$ cat config.mk
export PLATFORM = sky130hd
export DESIGN_NAME = pe_credit_tx
export DESIGN_NICKNAME = d
export VERILOG_FILES = /design/src/rtl/pe_pkg.sv /design/src/rtl/pe_credit_tx.sv
export SDC_FILE = /design/constraint.sdc
export NUM_CORES = 1
export LEC_CHECK = 0
export ABC_AREA = 1
export BUFFER_PORTS_ARGS = -buffer_cell sky130_fd_sc_hd__buf_4
export CAP_MARGIN = 0
export CORE_MARGIN = 5
export CORE_UTILIZATION = 38
export DETAILED_ROUTE_END_ITERATION = 12
export PLACE_DENSITY_LB_ADDON = 0.08
export SKIP_LAST_GASP = 1
export SYNTH_ARGS = -nofsm -noshare
export SYNTH_HDL_FRONTEND = slang
export SYNTH_SLANG_ARGS = --single-unit
$ cat constraint.sdc
create_clock -name clock -period 1.56 [get_ports clock]
set_clock_uncertainty 0.1 [all_clocks]
set_input_delay 0.078 -clock clock [delete_from_list [all_inputs] [get_ports clock]]
set_output_delay 0.078 -clock clock [all_outputs]
set_load 0.03 [all_outputs]
$ cat src/rtl/pe_pkg.sv
`default_nettype none

package pe_pkg;

  // ======================================================================
  // widths
  // ======================================================================
  typedef logic [31:0] word_t;        // bus and ram word
  typedef logic [15:0] flit_t;        // one link flit
  typedef logic [7:0]  ram_addr_t;    // ram word index, host addr bits 9..2
  typedef logic [15:0] tile_addr_t;   // x in high byte, y in low byte
  typedef logic [6:0]  dma_len_t;     // transfer length in words
  typedef logic [2:0]  credit_cnt_t;  // link credits on hand

  // serializer walks header, length, then two halves per word
  typedef enum logic [2:0] {
    SER_IDLE,
    SER_HEADER,
    SER_LENGTH,
    SER_PAYLOAD_HIGH,
    SER_PAYLOAD_LOW
  } ser_state_t;

  // ======================================================================
  // address map
  // ======================================================================
  localparam word_t PERIPH_BASE    = 32'he100_0000; // tile id lives here
  localparam word_t REG_DMA_SRC    = 32'd4;         // source word index
  localparam word_t REG_DMA_LEN    = 32'd8;         // words to send
  localparam word_t REG_DMA_DST    = 32'd12;        // dest tile, write starts
  localparam word_t REG_DMA_STATUS = 32'd16;        // bit0 busy, bit1 irq

  // ======================================================================
  // sizes and link limits
  // ======================================================================
  localparam int RAM_DEPTH     = 256;
  localparam int MAX_DMA_WORDS = 64;

  // credits held after reset, one per slot in the router input buffer
  localparam credit_cnt_t LINK_CREDITS = 3'd4;

endpackage : pe_pkg

`default_nettype wire

$ cat src/rtl/pe_credit_tx.sv
`default_nettype none

module pe_credit_tx (
  input  wire logic           clock,
  input  wire logic           reset,
  input  wire logic           flit_valid_i,
  output logic                flit_ready_o,
  input  wire pe_pkg::flit_t  flit_i,
  input  wire logic           flit_last_i,
  output logic                tx_o,
  output pe_pkg::flit_t       data_o,
  input  wire logic           credit_i,
  output logic                sent_last_o
);
  import pe_pkg::*;

  credit_cnt_t credit_q;
  logic        tx_q;
  logic        last_q;
  flit_t       data_q;
  logic        send;

  assign flit_ready_o = (credit_q != '0);  // stall with no room downstream
  assign send         = flit_valid_i && flit_ready_o;

  always_ff @(posedge clock) begin
    if (!reset) begin
      credit_q <= LINK_CREDITS;
      tx_q     <= 1'b0;
      last_q   <= 1'b0;
    end else begin
      tx_q   <= send;                  // flit on the link next cycle
      last_q <= send && flit_last_i;
      unique case ({send, credit_i})
        2'b10:   credit_q <= credit_q - 1'b1;
        2'b01:   credit_q <= credit_q + 1'b1;
        default: ;                     // both or neither, count holds
      endcase
    end
  end

  always_ff @(posedge clock) begin
    if (send) data_q <= flit_i;
  end

  assign tx_o        = tx_q;
  assign data_o      = data_q;
  assign sent_last_o = last_q;

endmodule : pe_credit_tx

`default_nettype wire

=== Word-level counts from Yosys, hierarchy flattened ===
Cells that the tools add are included.

* Register bits: 21
* Logic and storage cells: 13

* Equality and inequality tests: 2
* Mux-type cells: 1
* Add/subtract/negate cells: 2
* Reduce and logical (&&, ||, !) cells: 4

{| class="wikitable"
|+ Operators with widths
! cell !! count
|-
| $pmux 3 s2 || 1
|-
| $add 3x1->3 const B || 1
|-
| $reduce_bool 3->1 || 1
|-
| $sub 3x1->3 const B || 1
|-
| $eq 2x1->1 const B || 1
|-
| $eq 2x2->1 const B || 1
|-
| $logic_and 1x1->1 || 2
|-
| $reduce_bool 2->1 || 1
|}

=== Logic depth before layout (Yosys ltp) ===
* Depth after elaboration: 4
* Depth in mapped cells: 11

=== Least setup slack after synthesis ===
OpenSTA, ideal clock, no wires.

* Kind: reg-to-reg
* Start: register credit_q[1]
* End: register credit_q[2]
* Setup time: 0.120 ns
* Buffers on the path: 0
* Arrival time: 1.506 ns
* Cell stages (with the launch flop): 11
* Setup slack: -0.166 ns
* Cell sequence: dfxtp_1 inv_1 nand3_4 nand2_4 ha_1 inv_1 fa_1 nand2_2 nand3_1 nand2_1 nand3_1

* Word-level cells in the longest chain between the ends: 4
* Elaborated cells between the ends (all ways): 8

{| class="wikitable"
|+ RTL lines
! item !! line !! source
|-
| from (decl) || pe_credit_tx.sv:17 || <nowiki>credit_cnt_t credit_q;</nowiki>
|-
| from (signal assigned) || pe_credit_tx.sv:35 || <nowiki>2'b10: credit_q <= credit_q - 1'b1;</nowiki>
|-
| from (signal assigned) || pe_credit_tx.sv:36 || <nowiki>2'b01: credit_q <= credit_q + 1'b1;</nowiki>
|-
| $reduce_bool 3->1 * || pe_credit_tx.sv:23 || <nowiki>assign flit_ready_o = (credit_q != '0);</nowiki>
|-
| net flit_ready_o || pe_credit_tx.sv:7 || <nowiki>output logic flit_ready_o,</nowiki>
|-
| $logic_and 1x1->1 * || pe_credit_tx.sv:24 || <nowiki>assign send = flit_valid_i && flit_ready_o;</nowiki>
|-
| $eq 2x1->1 or $eq 2x2->1 (tied branches) || pe_credit_tx.sv:34 || <nowiki>unique case ({send, credit_i})</nowiki>
|-
| $pmux 3 s2 or $reduce_bool 2->1 (tied branches) || - ||
|}

Mark *: on every way through the listed nets, which the timed path passes. The rest lies on a longest branch.
A chain may end at the register's enable or synchronous reset.

=== Worst setup path after layout ===
* Start: register credit_q[1]
* End: register credit_q[1]

* Word-level cells in the longest chain between the ends: 4
* Elaborated cells between the ends (all ways): 8

{| class="wikitable"
|+ RTL lines
! item
|-
| branches (longest 4 deep; another with $add 3x1->3)
|}

Parallel ways; which one is timed is not known.

==> metrics.cfg <==
[cells_and_area]
area_growth_pct=84.43
final_net_count=139
finalCoreUtilization=0.7171
post-route-cell-area_um2=1364
n_fill_cell=140
drive_above_1_share=0.5478
diodes=0

[pwr]
pwr-share-clk=0.183
p_per_area_nw_per_um2=1018
seqPwrFrac=0.502
p_int_mw=0.9852
switching_power_mw=0.4032
leakagePower_nw=0.6013
ir_drop_mv=0.5764
finalPower_mw=1.388
p_comb_frac=0.315
switching_share=0.2904

[global_route]
antenna_found_initial=0
grt_pass1_vias=626
gr-total-overflow=0
grt_start_max_net_pins=17
grt_pass1_wl_um=2697
grtUsageTotal=0.1323

[clock_tree]
clock_latency_ns=0.29
clk_pin_slew_worst_paths_ns=0.11
cts.sinks=21
clockBufferDepth=2
cts_root_buffer=clkbuf_4
cts_tree=built
cts_buffers=3
h-tree-depth=1

[timing]
max_freq_mhz=624.6
setup_violations=1
rsz0062_at_grt=yes
timing.final.hold_violations=0
fin_crit_sh=1.026
slew_viol_final=0
worst_pin_slew_ns=0.1274
slew-limit-headroom=0.9141
fin_tns_setup_ns=-0.04095
finalCriticalPeriod_ns=1.601
fin_ws_ns=-0.04095

[route]
dr.first_iter.drc_count=9
wl_um=1743
post-route-drc-count=0
antenna_left=0
via_per_inst=4.141
via_count=588
wire_per_inst_um=12.27
first_pass_iters=4

[setup_path]
crit_arrival_ns=1.73
r2r_cells=8
critical_path_class=flop to flop
ff2ff_setup_slack_ns=-0.04
r2r-start=credit_q[1]
critPathLaunchType=flop
r2r_end=credit_q[1]
cp-end-kind=flop
cp_max_fo=2
crit_required_ns=1.68
critPathCapture=credit_q[1]
crit_path_start=credit_q[1]

[die]
rows=16
die_x_um=54.11
die_h_um=54.11
floorplan.initialDensity=0.3888
fp.coreArea_um2=1902
dieArea_um2=2928
io_pins=40

[synthesis]
ys_async_sr_fraction=0
ys_seq_area_frac=0.7851
synth_top_family_by_area=simple AND/OR/NAND/NOR gates
synth_cells=46
ys_types=16
synth_xor_area_frac=0
synth_ff_type=edfxtp_1
syn_nets=69
synth_top_cell_by_area=edfxtp_1
synth_area_leaders=edfxtp_1 (65%), dfxtp_1 (14%), inv_1 (3.6%), fa_1 (2.7%), nand3_4 (2.4%)
synth_compound_area_frac=0.02707
synth_edf_count=16
synth.most_common_cell=edfxtp_1
avgSynthCellArea_um2=16.08
synthAdderAreaFrac=0.04399
synth_seq_cells=21
synth-simple-area-share=0.09814
synth_common_cells=edfxtp_1 (16), inv_1 (7), dfxtp_1 (5)
yosys_warnings=0
synth.cell_area_um2=739.5
yosys.area.top_type_share=0.6497
synthMuxAreaShare=0

[run_status]
violations=negative setup slack
status=finished with violations

[min_path]
min_path_type=primary input to flop

[placement]
port_buffers=39
gp_congestion=0.7153
dp_hpwl_um=1167
dpl_cell_area_um2=1119

[job]
maxCapViolations=0

kinds of logic after synthesis:
family,Yosys count
adders and majority gates,2
AOI/OAI and AO/OA,4
and+or+nand+nor,10
DFF,21
buffers and inverters,9
stage by stage:
step	hold WS [ns]	setup WS, ns	cells
final	0.01741	-0.04095	142
after global routing	0.01431	-0.1221	142
after CTS	0.01258	-0.03099	140
after detailed placement	0.1576	-0.02841	115
after global placement	0.1565	0.01737	115
after floorplan	0.06261	-0.08797	46
power groups by stage:
stage | sequential (mW) | combinational (mW) | clock [mW]
after global routing | 0.702 | 0.474 | 0.288
after global placement | 0.707 | 0.364 | 0
after floorplan | 0.797 | 0.123 | 0
after CTS | 0.697 | 0.429 | 0.260
final | 0.697 | 0.438 | 0.254
after detailed placement | 0.709 | 0.374 | 0
layout make-up:
type                    instances  area, um^2  share of cell area
flip-flops and latches         21       584.3              0.4284
well taps                      27       33.78             0.02477
multi-input cells              16       140.1              0.1028
clock buffers                   4       26.28             0.01927
repair buffers                 65       545.5              0.4000
inverters                       9       33.78             0.02477
worst max-delay path: stages, from the launching register on:
cell and delay [ns]:
dfxtp_2 0.35, inv_2 0.07, nand3_4 0.08, nand2_4 0.07, ha_4 0.12, inv_2 0.04, fa_2 0.52, o21ai_1 0.06
a21oi_1 0.12
what timing repair did:
action,CTS,global route
buffers inserted,3,2
hold buffers,18,0
resized for setup,1,0
pin swaps,3,1
endpoints found under the setup margin,2,2
endpoints found under the hold margin,21,0
cloned,0,0
flip-flops by register name, indices dropped and copies added (netlist names):
register     cells
data_o          16
sent_last_o      1
credit_q         3
tx_o             1
worst min-delay path by stage:
stage,depth (start not counted),slack (ns),start,to
after detailed placement,1,0.16,flit_i[5],data_o[5]
final,3,0.02,credit_i,credit_q[0]
after global placement,1,0.16,flit_i[8],data_o[8]
after floorplan,1,0.06,reset,credit_q[2]
after CTS,3,0.01,credit_i,credit_q[0]
after global routing,3,0.01,credit_i,credit_q[0]
cells in the final DEF (no fill, tap or decap), drive strengths merged:
cell type / count
o21ai: 2
ha: 1
dfxtp: 5
a21oi: 2
clkbuf: 4
nor2: 1
dlygate4sd3: 18
inv: 9
buf: 47
nor3: 1
nand4: 1
fa: 1
nand2: 4
nand3: 3
edfxtp: 16
layer usage:
layer	track usage	routed length [um]	vias to the layer above
met1	0.1351	659	274
met4	0.06224	12	0
li1	-	-	294
met2	0.2520	954	18
met5	0	0	-
met3	0.02770	116	2
(Power assumes the default switching activity.)
