`src/rtl/pe_pkg.sv`:
```
`default_nettype none

package pe_pkg;

  // ======================================================================
  // widths
  // ======================================================================
  typedef logic [31:0] word_t;        // bus and ram word
  typedef logic [15:0] flit_t;        // one link flit
  typedef logic [7:0]  ram_addr_t;    // ram word index, host addr bits 9..2
  typedef logic [15:0] tile_addr_t;   // x in high byte, y in low byte
  typedef logic [6:0]  dma_len_t;     // transfer length in words
  typedef logic [2:0]  credit_cnt_t;  // link credits on hand

  // serializer walks header, length, then two halves per word
  typedef enum logic [2:0] {
    SER_IDLE,
    SER_HEADER,
    SER_LENGTH,
    SER_PAYLOAD_HIGH,
    SER_PAYLOAD_LOW
  } ser_state_t;

  // ======================================================================
  // address map
  // ======================================================================
  localparam word_t PERIPH_BASE    = 32'he100_0000; // tile id lives here
  localparam word_t REG_DMA_SRC    = 32'd4;         // source word index
  localparam word_t REG_DMA_LEN    = 32'd8;         // words to send
  localparam word_t REG_DMA_DST    = 32'd12;        // dest tile, write starts
  localparam word_t REG_DMA_STATUS = 32'd16;        // bit0 busy, bit1 irq

  // ======================================================================
  // sizes and link limits
  // ======================================================================
  localparam int RAM_DEPTH     = 256;
  localparam int MAX_DMA_WORDS = 64;

  // credits held after reset, one per slot in the router input buffer
  localparam credit_cnt_t LINK_CREDITS = 3'd4;

endpackage : pe_pkg

`default_nettype wire

```
`src/rtl/pe_dma_fetch.sv`:
```
`default_nettype none

module pe_dma_fetch (
  input  wire logic                clock,
  input  wire logic                reset,
  input  wire logic                start_i,
  input  wire pe_pkg::ram_addr_t   src_i,
  input  wire pe_pkg::dma_len_t    len_i,
  input  wire pe_pkg::tile_addr_t  dst_i,
  output pe_pkg::ram_addr_t        rd_addr_o,
  input  wire pe_pkg::word_t       rd_data_i,
  output logic                     word_valid_o,
  input  wire logic                word_ready_i,
  output pe_pkg::word_t            word_o,
  output logic                     sop_o,
  output pe_pkg::tile_addr_t       dest_o,
  output pe_pkg::dma_len_t         len_o
);
  import pe_pkg::*;

  ram_addr_t  addr_q;    // next word to read
  dma_len_t   remain_q;  // reads still to issue
  logic       pend_q;    // read in flight
  logic       valid_q;
  logic       first_q;   // next captured word opens the packet
  logic       sop_q;
  word_t      word_q;
  tile_addr_t dest_q;
  dma_len_t   len_q;
  logic       issue;

  // one read at a time, only when the output slot frees up
  assign issue = (remain_q != '0) && !pend_q &&
                 (!valid_q || word_ready_i);

  always_ff @(posedge clock) begin
    if (!reset) begin
      remain_q <= '0;
      pend_q   <= 1'b0;
      valid_q  <= 1'b0;
      first_q  <= 1'b0;
      sop_q    <= 1'b0;
    end else begin
      pend_q <= issue;
      if (start_i) begin
        remain_q <= len_i;
        first_q  <= 1'b1;
      end else if (issue) begin
        remain_q <= remain_q - 1'b1;
      end
      if (pend_q) begin
        valid_q <= 1'b1;     // slot is empty here, see issue
        sop_q   <= first_q;
        first_q <= 1'b0;
      end else if (valid_q && word_ready_i) begin
        valid_q <= 1'b0;
      end
    end
  end

  // payload and address, no reset needed
  always_ff @(posedge clock) begin
    if (start_i) begin
      addr_q <= src_i;
      dest_q <= dst_i;
      len_q  <= len_i;
    end else if (issue) begin
      addr_q <= addr_q + 1'b1;
    end
    if (pend_q) word_q <= rd_data_i;  // ram data for last cycle's addr
  end

  assign rd_addr_o    = addr_q;
  assign word_valid_o = valid_q;
  assign word_o       = word_q;
  assign sop_o        = sop_q;
  assign dest_o       = dest_q;
  assign len_o        = len_q;

endmodule : pe_dma_fetch

`default_nettype wire

```
`config.mk`:
```
export PLATFORM = sky130hd
export DESIGN_NAME = pe_dma_fetch
export DESIGN_NICKNAME = d
export VERILOG_FILES = /design/src/rtl/pe_pkg.sv /design/src/rtl/pe_dma_fetch.sv
export SDC_FILE = /design/constraint.sdc
export NUM_CORES = 1
export LEC_CHECK = 0
export BUFFER_PORTS_ARGS = -buffer_cell sky130_fd_sc_hd__buf_4
export CORE_ASPECT_RATIO = 1.2
export CORE_MARGIN = 5
export CORE_UTILIZATION = 45
export DETAILED_ROUTE_END_ITERATION = 7
export MAX_ROUTING_LAYER = met4
export PLACE_DENSITY = 0.79
export SLEW_MARGIN = 20
export SYNTH_ARGS = -nofsm -noshare
export SYNTH_HDL_FRONTEND = slang
export SYNTH_SLANG_ARGS = --single-unit
```
`constraint.sdc`:
```
create_clock -name clock -period 7 [get_ports clock]
set_clock_uncertainty 0.2 [all_clocks]
set_input_delay 1.4 -clock clock [delete_from_list [all_inputs] [get_ports clock]]
set_output_delay 1.4 -clock clock [all_outputs]
set_load 0.1 [all_outputs]
```
## Yosys cells after proc, flatten, opt, wreduce, memory -nomap -nowiden

Cells that the tools add are included.

- Logic and storage cells: 28
- Output and inout bits: 65
- Flip-flop bits (word level): 74

- Reductions and logical operators: 10
- Mux-type cells: 6
- Bitwise logic cells: 1
- Add/sub/neg operators: 2

Operators by type and width:

| operator | count |
|---|---|
| 2-to-1 mux 8 bit | 2 |
| 2-to-1 mux 7 bit | 2 |
| adder 8 x 1 -> 8 bit (second input constant) | 1 |
| nonzero test 7 bit | 1 |
| subtractor 7 x 1 -> 7 bit (second input constant) | 1 |
| nonzero test 2 bit | 2 |
| logical AND 1 bit | 3 |
| logical NOT 1 bit | 2 |
| 2-to-1 mux 1 bit | 2 |
| OR reduction 2 bit | 1 |
| logical OR 1 bit | 1 |
| NOT 1 bit | 1 |

## Longest topological paths before layout

- Depth in word-level cells: 5
- Depth in mapped cells: 6
- Depth with buffers taken out: 6

## Worst setup path before layout

Ideal clock, no wire load.

- Path type: input to register
- Start: in word_ready_i
- End: reg addr_q[0] (netlist: rd_addr_o[0]), enable pin
- Required time: 6.416 ns
- Slack: 4.134 ns
- Library setup time: 0.384 ns
- Data arrival time: 2.282 ns
- Path buffers: 0
- Stages: 3
- Cells stage by stage: nand2b_4 -> nand2b_1 -> o21ai_0

- Longest elaborated chain between the ends: 3

RTL lines:

| item | RTL line | source |
|---|---|---|
| start: declaration | pe_dma_fetch.sv:13 | `input wire logic word_ready_i,` |
| logical OR 1 bit | pe_dma_fetch.sv:34 | `(!valid_q \|\| word_ready_i);` |
| logical AND 1 bit | pe_dma_fetch.sv:33 | `assign issue = (remain_q != '0) && !pend_q &&` |
| nonzero test 2 bit (no source line) | -- |  |
| end signal: assignment | pe_dma_fetch.sv:64 | `addr_q <= src_i;` |
| end signal: assignment | pe_dma_fetch.sv:68 | `addr_q <= addr_q + 1'b1;` |
| end: declaration | pe_dma_fetch.sv:21 | `ram_addr_t addr_q;` |

No other way between the ends.
A chain may end at the register's enable or synchronous reset.

## Worst setup path after layout

- Start: in start_i
- End: reg addr_q[4] (netlist: rd_addr_o[4]), enable pin

- Longest elaborated chain between the ends: 1

RTL lines:

| item | RTL line | source |
|---|---|---|
| start: declaration | pe_dma_fetch.sv:6 | `input wire logic start_i,` |
| nonzero test 2 bit (no source line) | -- |  |

No other way between the ends.

==> results by group <==
Route
  • Detailed Route Iter0 Violations: 159
  • Drt via density: 4.90
  • Vias: 1,882
  • Post-route ant nets: 0
  • Routed wire length: 7180 um
  • Detail-routed net length per standard cell: 18.7 um
  • Residual DRC: 0
  • Detailed-router iteration count before antenna repair: 4

Worst setup path
  • CP endpoint kind: flop
  • Critical path peak fanout: 49
  • Crit Path Category: in -> reg
  • Worst endpoint required time: 6.76 ns
  • FF-to-FF setup slack: 4.74 ns
  • Critical Path AT: 2.54 ns
  • Critical Path Source: start_i
  • Worst setup SP type: input port
  • Worst R2R Start: remain_q[0]

Logic synthesis
  • EDFF count, synth: 63
  • Synth top area share: 70.7%
  • Count leader, synth: edfxtp_1
  • Yosys reg bits: 74
  • Syn_nets: 230
  • Cell count after synthesis: 161
  • Synth area leader: edfxtp_1
  • Commonest cells in the netlist: edfxtp_1 (63), dfxtp_1 (11), o21ai_0 (11)
  • Post-synthesis sequential area ratio: 79.0%
  • Synth top area cells: edfxtp_1 (71%), dfxtp_1 (8.2%), o21ai_0 (2.1%)
  • Share of synthesized registers carrying an async set or reset: 0%
  • Main synth FF type: edfxtp_1
  • Post-Syn Area: 0.00268 mm^2
  • Synth warn: 0
  • Post-synthesis cell type count: 37
  • Syn avg cell area: 16.6 um^2

Pwr
  • Internal Power: 0.874 mW
  • Clock share of power: 26.8%
  • P_sw: 0.539 mW
  • Pleak: 1.65 nW
  • Sequential power share: 40.0%
  • VDD IR max: 0.216 mV
  • Pwr Density: 355 mW/mm^2
  • Comb pwr share: 33.2%
  • Sw frac: 38.1%
  • Tot Pwr: 1.41 mW

Floorplanning
  • Core area: 0.00571 mm^2
  • Row cnt: 30
  • Height of the die: 94.5 um
  • Top Ports: 132
  • Starting Density: 46.9%
  • Die area: 0.00759 mm^2
  • Width of the die: 80.4 um

Final layout
  • Final non-filler cell area: 0.00398 mm^2
  • Layout cells sized above 1: 50.0%
  • Synth-to-Final Area Change: 48.7%
  • NumNets Final: 368
  • Final core occ: 69.7%
  • Number of fill cells: 415
  • Finished Layout Cells: 384
  • Inserted Diodes: 0

Global route
  • Top Usage Layer GRT: met2
  • Initial antenna violation count: 0
  • Grt met1 use: 21.7%
  • Total track usage: 19.6%
  • M2 GR Usage: 32.4%
  • GR Overflow Total: 0
  • Number of global-route vias before repair: 1,752
  • First-pass GRT wire length: 10,400 um
  • GR Util met3: 7.92%
  • Largest net degree at the start of global routing: 50

STA
  • Final setup violation count: 0
  • Final hold vios: 0
  • FMAX: 0.360 GHz
  • Slew HR: 50.4%
  • Slew @ Worst Pin: 0.739 ns
  • Final Critical Period: 2.78 ns
  • Final period util: 39.7%
  • Setup TNS: 0 ns
  • Setup slack after layout: 4.22 ns
  • Hold_ws: 0.308 ns
  • RSZ-0062 raised after global routing: no
  • Max Slew Vio Count: 0

Clocking
  • Max Buffers Root-to-Sink: 2
  • PostCTS Resize Cnt: 0
  • CTS buffer count: 9
  • Post-CTS setup buffers: 0
  • Hold Buf Count CTS: 0
  • CTS tree: done
  • CTS clk-pin slew, worst paths: 0.07 ns
  • CTS sink cnt: 74
  • CTS Root Cell: clkbuf_8
  • Worst-Skew Late Latency: 0.33 ns
  • H-tree levels: 3

Job
  • Max Cap Viol: 0

Placement
  • Hpwl dp: 5370 um
  • Gpl congestion: 0.800
  • Dpl cell area: 0.00374 mm^2
  • Worst slack, placed: 3.80 ns
  • Port bufs: 131
  • Placed cells: 368

Run status
  • Status: finished clean

Hold path
  • Hold Crit Class: reg -> reg
  • Min-delay src: first_q
==> per-layer routing <==
metal / share of wire (%) / vias up
met5: 0 / -
met4: 1.1 / 0
met3: 14 / 5
met2: 52 / 108
met1: 34 / 886
li1: - / 883
==> power groups by stage <==
stage / registers (mW) / clock network [mW] / logic, mW
after floorplan: 0.873 / 0 / 0.0545
after global placement: 0.572 / 0 / 0.465
after detailed placement: 0.574 / 0 / 0.469
after CTS: 0.566 / 0.388 / 0.471
after global routing: 0.570 / 0.412 / 0.485
final: 0.565 / 0.378 / 0.469
==> cells by family (layout without fill, tap and decap cells) <==
group | after synthesis | after routing | share of synthesized area (%)
AO/OA/AOI/OAI | 24 | 24 | 5.61
multiplexers | 3 | 3 | 1.17
XOR/XNOR | 6 | 6 | 1.96
flip-flops | 74 | 74 | 79.0
AND/OR/NAND/NOR | 41 | 41 | 9.73
buffers and inverters | 11 | 154 | 1.64
adder cells (fa/ha/maj) | 2 | 2 | 0.935
==> path summary, 6_finish.rpt <==
path / endpoint / cells after the start
setup / recovery: rd_addr_o[4] / 3
hold / removal: first_q / 2
setup reg to reg: rd_addr_o[4] / 5
hold reg to reg: first_q / 2
==> worst max-delay path, cell delays in order <==
cell     delay [ns]
buf_4          0.42
inv_1          0.25
o21ai_1        0.47
==> cell type report <==
type	count	area, um^2	area share, %
Clock buffer	10	128	3.21
Clock inverter	6	105	2.64
Inverter	6	22.5	0.566
Multi-Input combinational cell	76	519	13.1
Sequential cell	74	2110	53.1
Tap cell	80	100	2.52
Timing Repair Buffer	132	991	24.9
==> registers in the layout, indices dropped and copies added, names as in the netlist <==
signal        cells
pend_q            1
remain_q          7
sop_o             1
dest_o           16
len_o             7
rd_addr_o         8
first_q           1
word_valid_o      1
word_o           32
==> placed cells by master (no fill, tap or decap), types with 2 or more instances in the layout <==
cell type,n
a21oi_1,4
a311oi_1,2
and2_1,2
and3_1,3
buf_4,132
bufinv_16,3
clkbuf_8,9
clkinv_1,2
dfxtp_1,11
edfxtp_1,63
ha_1,2
inv_1,6
mux2i_1,2
nand2_1,9
nand2b_1,2
nand3_1,6
nand4_1,2
nand4b_1,2
nor2_1,4
nor2b_1,2
nor3_1,2
o21ai_0,10
xnor2_1,2
xor2_1,4
Note: power is estimated with default switching activity, not from simulation.
