`config.mk`:
```
export PLATFORM = sky130hd
export DESIGN_NAME = pe_flit_serializer
export DESIGN_NICKNAME = d
export VERILOG_FILES = /design/src/rtl/pe_pkg.sv /design/src/rtl/pe_flit_serializer.sv
export SDC_FILE = /design/constraint.sdc
export NUM_CORES = 1
export LEC_CHECK = 0
export ABC_AREA = 1
export BUFFER_PORTS_ARGS = -buffer_cell sky130_fd_sc_hd__buf_2
export CORE_ASPECT_RATIO = 2
export CORE_MARGIN = 4
export CORE_UTILIZATION = 45
export CTS_CLUSTER_DIAMETER = 50
export DETAILED_ROUTE_END_ITERATION = 10
export GPL_TIMING_DRIVEN = 1
export PLACE_DENSITY = 0.73
export SYNTH_ARGS = -nofsm -noshare
export SYNTH_HDL_FRONTEND = slang
export SYNTH_SLANG_ARGS = --single-unit
```
`constraint.sdc`:
```
create_clock -name clock -period 2.1 [get_ports clock]
set_input_delay 0.105 -clock clock [delete_from_list [all_inputs] [get_ports clock]]
set_output_delay 0.105 -clock clock [all_outputs]
set_load 0.005 [all_outputs]
```
`src/rtl/pe_pkg.sv`:
```
`default_nettype none

package pe_pkg;

  // ======================================================================
  // widths
  // ======================================================================
  typedef logic [31:0] word_t;        // bus and ram word
  typedef logic [15:0] flit_t;        // one link flit
  typedef logic [7:0]  ram_addr_t;    // ram word index, host addr bits 9..2
  typedef logic [15:0] tile_addr_t;   // x in high byte, y in low byte
  typedef logic [6:0]  dma_len_t;     // transfer length in words
  typedef logic [2:0]  credit_cnt_t;  // link credits on hand

  // serializer walks header, length, then two halves per word
  typedef enum logic [2:0] {
    SER_IDLE,
    SER_HEADER,
    SER_LENGTH,
    SER_PAYLOAD_HIGH,
    SER_PAYLOAD_LOW
  } ser_state_t;

  // ======================================================================
  // address map
  // ======================================================================
  localparam word_t PERIPH_BASE    = 32'he100_0000; // tile id lives here
  localparam word_t REG_DMA_SRC    = 32'd4;         // source word index
  localparam word_t REG_DMA_LEN    = 32'd8;         // words to send
  localparam word_t REG_DMA_DST    = 32'd12;        // dest tile, write starts
  localparam word_t REG_DMA_STATUS = 32'd16;        // bit0 busy, bit1 irq

  // ======================================================================
  // sizes and link limits
  // ======================================================================
  localparam int RAM_DEPTH     = 256;
  localparam int MAX_DMA_WORDS = 64;

  // credits held after reset, one per slot in the router input buffer
  localparam credit_cnt_t LINK_CREDITS = 3'd4;

endpackage : pe_pkg

`default_nettype wire

```
`src/rtl/pe_flit_serializer.sv`:
```
`default_nettype none

module pe_flit_serializer (
  input  wire logic                clock,
  input  wire logic                reset,
  input  wire logic                word_valid_i,
  output logic                     word_ready_o,
  input  wire pe_pkg::word_t       word_i,
  input  wire logic                sop_i,
  input  wire pe_pkg::tile_addr_t  dest_i,
  input  wire pe_pkg::dma_len_t    len_i,
  output logic                     flit_valid_o,
  input  wire logic                flit_ready_i,
  output pe_pkg::flit_t            flit_o,
  output logic                     flit_last_o
);
  import pe_pkg::*;

  ser_state_t state_q;
  dma_len_t   cnt_q;      // words left after the current one
  word_t      word_q;
  tile_addr_t dest_q;
  dma_len_t   len_q;
  logic       take_word;
  logic       flit_fire;

  // take a word when idle or as the low half leaves, no bubble
  assign word_ready_o = (state_q == SER_IDLE) ||
                        (state_q == SER_PAYLOAD_LOW && flit_ready_i);
  assign take_word    = word_valid_i && word_ready_o;
  assign flit_valid_o = (state_q != SER_IDLE);
  assign flit_fire    = flit_valid_o && flit_ready_i;
  assign flit_last_o  = (state_q == SER_PAYLOAD_LOW) && (cnt_q == '0);

  always_comb begin
    unique case (state_q)
      SER_HEADER:       flit_o = dest_q;
      SER_LENGTH:       flit_o = {9'b0, len_q};
      SER_PAYLOAD_HIGH: flit_o = word_q[31:16];
      SER_PAYLOAD_LOW:  flit_o = word_q[15:0];
      default:          flit_o = '0;
    endcase
  end

  // ======================================================================
  // state machine
  // ======================================================================
  always_ff @(posedge clock) begin
    if (!reset) begin
      state_q <= SER_IDLE;
      cnt_q   <= '0;
    end else begin
      if (take_word) begin
        cnt_q <= (sop_i ? len_i : cnt_q) - 1'b1; // sop reloads the count
      end
      unique case (state_q)
        SER_IDLE: begin
          if (take_word) state_q <= sop_i ? SER_HEADER : SER_PAYLOAD_HIGH;
        end
        SER_HEADER:       if (flit_fire) state_q <= SER_LENGTH;
        SER_LENGTH:       if (flit_fire) state_q <= SER_PAYLOAD_HIGH;
        SER_PAYLOAD_HIGH: if (flit_fire) state_q <= SER_PAYLOAD_LOW;
        SER_PAYLOAD_LOW: begin
          if (flit_fire) begin
            if (take_word) state_q <= sop_i ? SER_HEADER : SER_PAYLOAD_HIGH;
            else           state_q <= SER_IDLE;
          end
        end
        default: state_q <= SER_IDLE;
      endcase
    end
  end

  always_ff @(posedge clock) begin
    if (take_word) begin
      word_q <= word_i;
      if (sop_i) begin  // header fields only valid with sop
        dest_q <= dest_i;
        len_q  <= len_i;
      end
    end
  end

endmodule : pe_flit_serializer

`default_nettype wire

```
# Yosys cells after proc, flatten, opt, wreduce, memory -nomap -nowiden
# Cells that the tools add are included.
totals:
  out_inout_bits: 19
  regBits: 65
classes:
  reduce_logical: 10
  add_sub_neg: 1
  eq_ne: 9
  mux: 10
op_table:
  columns: ["op", "count"]
  rows:
  - ["case mux 16 bit (4 select lines)", 1]
  - ["two-way mux 3 bit", 5]
  - ["case mux 3 bit (5 select lines)", 1]
  - ["!= test 2 bit (second input constant)", 5]
  - ["zero test 7 bit", 1]
  - ["two-way mux 7 bit", 1]
  - ["subtractor 7 x 1 -> 7 bit (second input constant)", 1]
  - ["equality test 3 x 2 -> 1 bit (second input constant)", 2]
  - ["AND reduction 5 bit", 1]
  - ["logical AND 1 bit", 4]
  - ["two-way mux 2 bit", 2]
  - ["equality test 3 x 1 -> 1 bit (second input constant)", 1]
  - ["equality test 3 bit (second input constant)", 1]
  - ["zero test 3 bit", 1]
  - ["nonzero test 3 bit", 1]
  - ["AND reduction 2 bit", 1]
  - ["logical OR 1 bit", 1]

# Logic depth before layout (Yosys ltp)
depth:
  ltp_word: 7
  depth_mapped: 11

# Worst setup path before layout
# OpenSTA, ideal clock, no wires.
synth_timing:
  path_type: "register -> register"
  from: "reg state_q[1]"
  to: "reg dest_q[0], enable pin"
  arrival_ps: 1701
  path_slack_ps: -3
  setup_ps: 403
  synth_period_minus_slack_ps: 2103
  path_stages_with_launch: 4
  path_cell_list: "dfxtp_1 -> nor2_4 -> nand3_4 -> nor2_1"
synth_between:
  elab_chain_cells: 5
  elab_cells_between_ends: 6
synth_rtl:
  columns: ["element", "line", "text"]
  rows:
  - ["start: declaration", "pe_flit_serializer.sv:19", "ser_state_t state_q;"]
  - ["start signal: assignment", "pe_flit_serializer.sv:58", "if (take_word) state_q <= sop_i ? SER_HEADER : SER_PAYLOAD_HIGH;"]
  - ["start signal: assignment", "pe_flit_serializer.sv:65", "if (take_word) state_q <= sop_i ? SER_HEADER : SER_PAYLOAD_HIGH;"]
  - ["equality test 3 bit", "pe_flit_serializer.sv:29", "(state_q == SER_PAYLOAD_LOW && flit_ready_i);"]
  - ["logical AND 1 bit", "pe_flit_serializer.sv:29", null]
  - ["logical OR 1 bit (*)", "pe_flit_serializer.sv:28", "assign word_ready_o = (state_q == SER_IDLE) ||"]
  - ["logical AND 1 bit (*)", "pe_flit_serializer.sv:30", "assign take_word = word_valid_i && word_ready_o;"]
  - ["AND reduction 2 bit (no line) (*)", null, null]
  - ["end signal: assignment", "pe_flit_serializer.sv:78", "dest_q <= dest_i;"]
  - ["end: declaration", "pe_flit_serializer.sv:22", "tile_addr_t dest_q;"]
# Mark *: on every way between the ends. The rest lies on a longest branch, timed or not.
# A chain may end at the register's enable or synchronous reset.

# Worst setup path after layout
layout_timing:
  from: "reg state_q[2]"
  to: "out flit_o[6]"
layout_between:
  elab_chain_cells: 2
  elab_cells_between_ends: 5
layout_rtl:
  columns: ["element", "line", "text"]
  rows:
  - ["equality test 3 bit, or another cell as far along", "pe_flit_serializer.sv:36", "unique case (state_q)"]
  - ["case mux 16 bit (4 select lines) (*)", "pe_flit_serializer.sv:36", null]
  - ["end: declaration", "pe_flit_serializer.sv:14", "output pe_pkg::flit_t flit_o,"]
# Marks and branches as above.

==> flow_summary.toml <==
[critical_path]
slowest_stage = "dfxtp_1"
critPathMaxFanout = 17
crit_chain = "inv_2, nand3_1, inv_2, a22oi_1, nand3_1, buf_2"
critPathMaxStageDelay_ns = 0.58
worstPathRequired_ns = 2.00
setup.worst_path.start_class = "flip-flop"
critPathArrivalTime_ns = 1.76
crit_type = "reg2out"
worst_setup_path_end_kind = "output pin"

[final_layout]
seq_area_um2 = 1850
syn_to_final_growth_pct = 44.9
drive_gt1_share_pct = 27.8
fin_nets = 466
fillerInstances = 440
final_cell_mix = "90 x nand2_1, 78 x buf_2, 55 x edfxtp_1, 52 x dlygate4sd3_1, 26 x nand3_1"
mostFrequentLayoutCell = "nand2_1"
antennaDiodeCount = 0
multi_input_area_um2 = 800

[synth]
syn_nets = 326
synth_compound_area_share_pct = 5.55
synth_top_family_by_area = "simple AND/OR/NAND/NOR gates"
syn_inst = 265
syn_area_um2 = 2800
syn_area_per_cell_um2 = 10.6
synth_fa_ha_area_share_pct = 0.447
muxShareOfSynthArea_pct = 0
yosysSeqAreaShare_pct = 66.2
yosys.area_share.simple_pct = 22.5
synthXorXnorAreaFrac_pct = 0
ys_ff_latch = 65
yosys_warnings = 0
yosysUniqueCellTypes = 28

[routing]
dr.pass1.iters = 4
vias = 2400
ant_nets = 0
drt_iter0_drc = 115
viasPerCell = 5.07
wl_per_cell_um = 16.0
drc = 0
finalWirelength_um = 7560

[placed_design]
place_hpwl_um = 4930
dp_worst_setup_slack_ns = 0.457
place.gp.congestion = 0.933
port-buffer-count = 78

[cts]
worstSkewPairLatency_ns = 0.32
cts-resized-gates = 0
tritoncts = "built"
htree_levels = 3
cts_sinks = 65
cts-root-buf = "clkbuf_16"
cts_max_path_buffers = 2
clk_pin_slew_ns = 0.05
numCtsBuffers = 9

[power_and_ir_drop]
power_frac_clock_pct = 28.6
peakVddDrop_v = 0.000583
seqPwrFrac_pct = 41.7
p_comb_share_pct = 29.7
powerDensity_nw_per_um2 = 1090
netSwitchingFraction_pct = 31.2
p_int_mw = 3.03
power_leakage_nw = 1.77
switching_power_mw = 1.37

[sta]
skew_ns = 0.00492
relSlewSlack_pct = 71.2
slew_violations = 0
tightest_slew_ns = 0.432
fin_crit_ns = 1.86
fmax_mhz = 536
setup_viol_count_final = 0
finalHoldViolCount = 0
fin_crit_sh_pct = 88.8
setup_ws_ns = 0.236
whs_ns = 0.00650
setup_tns_ns = 0
rsz0062_at_grt = "no"

[die]
die_w_um = 63.7
die_h_um = 119
dieArea_um2 = 7620
core_region_area_um2 = 6010
num_rows = 40
start_util_pct = 46.6
io_pins = 79

[status]
status = "completed"

[grt]
grt_overflow = 0
antenna_found_initial = 0
grt_pass1_wl_um = 11900
grt_max_degree = 22
grt.total_usage_pct = 21.2
grt_pass1_vias = 2523

[min_path]
hold_class = "in2reg"

[run]
maxCapViolCount = 0
-- final timing paths --
kind | startpoint | endpoint | slack, ns | depth (start not counted)
setup / recovery | state_q[2] | flit_o[6] | 0.24 | 6
hold / removal | len_i[5] | len_q[5] | 0.007 | 1
setup reg to reg | state_q[1] | word_q[22] | 0.44 | 4
hold reg to reg | cnt_q[0] | cnt_q[0] | 0.51 | 2
-- routing by layer --
| layer | global-route usage (%) | up-vias | wire, µm |
|---|---|---|---|
| li1 | - | 1176 | - |
| met1 | 20.4 | 1127 | 2650 |
| met2 | 39.4 | 74 | 4370 |
| met3 | 5.38 | 23 | 261 |
| met4 | 11.6 | 0 | 278 |
| met5 | 0 | - | 0 |
-- repair_timing --
action                    CTS  global route
buffers inserted            0             0
hold endpoints to repair   52             0
hold buffers               52             0
-- synthesized netlist by cell type (all sizes together) --
cell | number | share of area (%)
nand2 | 93 | 13
a22oi | 4 | 1.1
nand3 | 27 | 5.3
nor2 | 10 | 1.8
nand4 | 4 | 0.89
a31oi | 1 | 0.22
edfxtp | 55 | 59
inv | 29 | 3.9
dfxtp | 10 | 7.2
ha | 1 | 0.45
or2 | 2 | 0.45
a21oi | 10 | 2.3
nor3 | 3 | 1.3
o21ai | 10 | 1.9
buf | 6 | 1.4
-- through the flow --
stage | instance area [µm²] | utilization, % | cells | power, mW
after global routing | 4050 | 67.5 | 473 | 4.65
after global placement | 3280 | 54.6 | 405 | 3.04
after CTS | 4050 | 67.5 | 473 | 4.41
after detailed placement | 3280 | 54.6 | 405 | 3.07
final | 4050 | 67.5 | 473 | 4.40
after floorplan | 2800 | - | 265 | 2.59
-- worst max-delay path: cells and delay by family, from the launching register on --
kind,cells,cell delay [ns]
and+or+nand+nor,2,0.19
AOI/OAI and AO/OA,1,0.27
buffers and inverters,3,0.39
DFF,1,0.58
-- state kept, by name (all words and copies together), names as in the netlist --
signal   flops
word_q      32
dest_q      16
cnt_q        7
len_q        7
state_q      3
-- kinds of logic after synthesis --
group	after synthesis
compound gates	25
fa+ha+maj	1
buf+inv	35
flops	65
simple gates	139
-- power groups by stage --
stage	Combinational (mW)	Sequential, mW	Clock, mW
2_1_floorplan	0.766	1.83	0
3_3_place_gp	1.20	1.84	0
3_5_place_dp	1.22	1.85	0
4_1_cts	1.30	1.83	1.27
5_1_grt	1.46	1.86	1.33
6_report	1.31	1.84	1.26
-- cell type report --
class                      instances  area share (%)
inverter                          29            2.69
sequential                        65            45.7
timing repair buffer             135            23.7
clock inverter                     2           0.216
tap                               63            1.95
multi-input combinational        165            19.7
clock buffer                      14            6.02
Power figures use the tool's default switching activity.
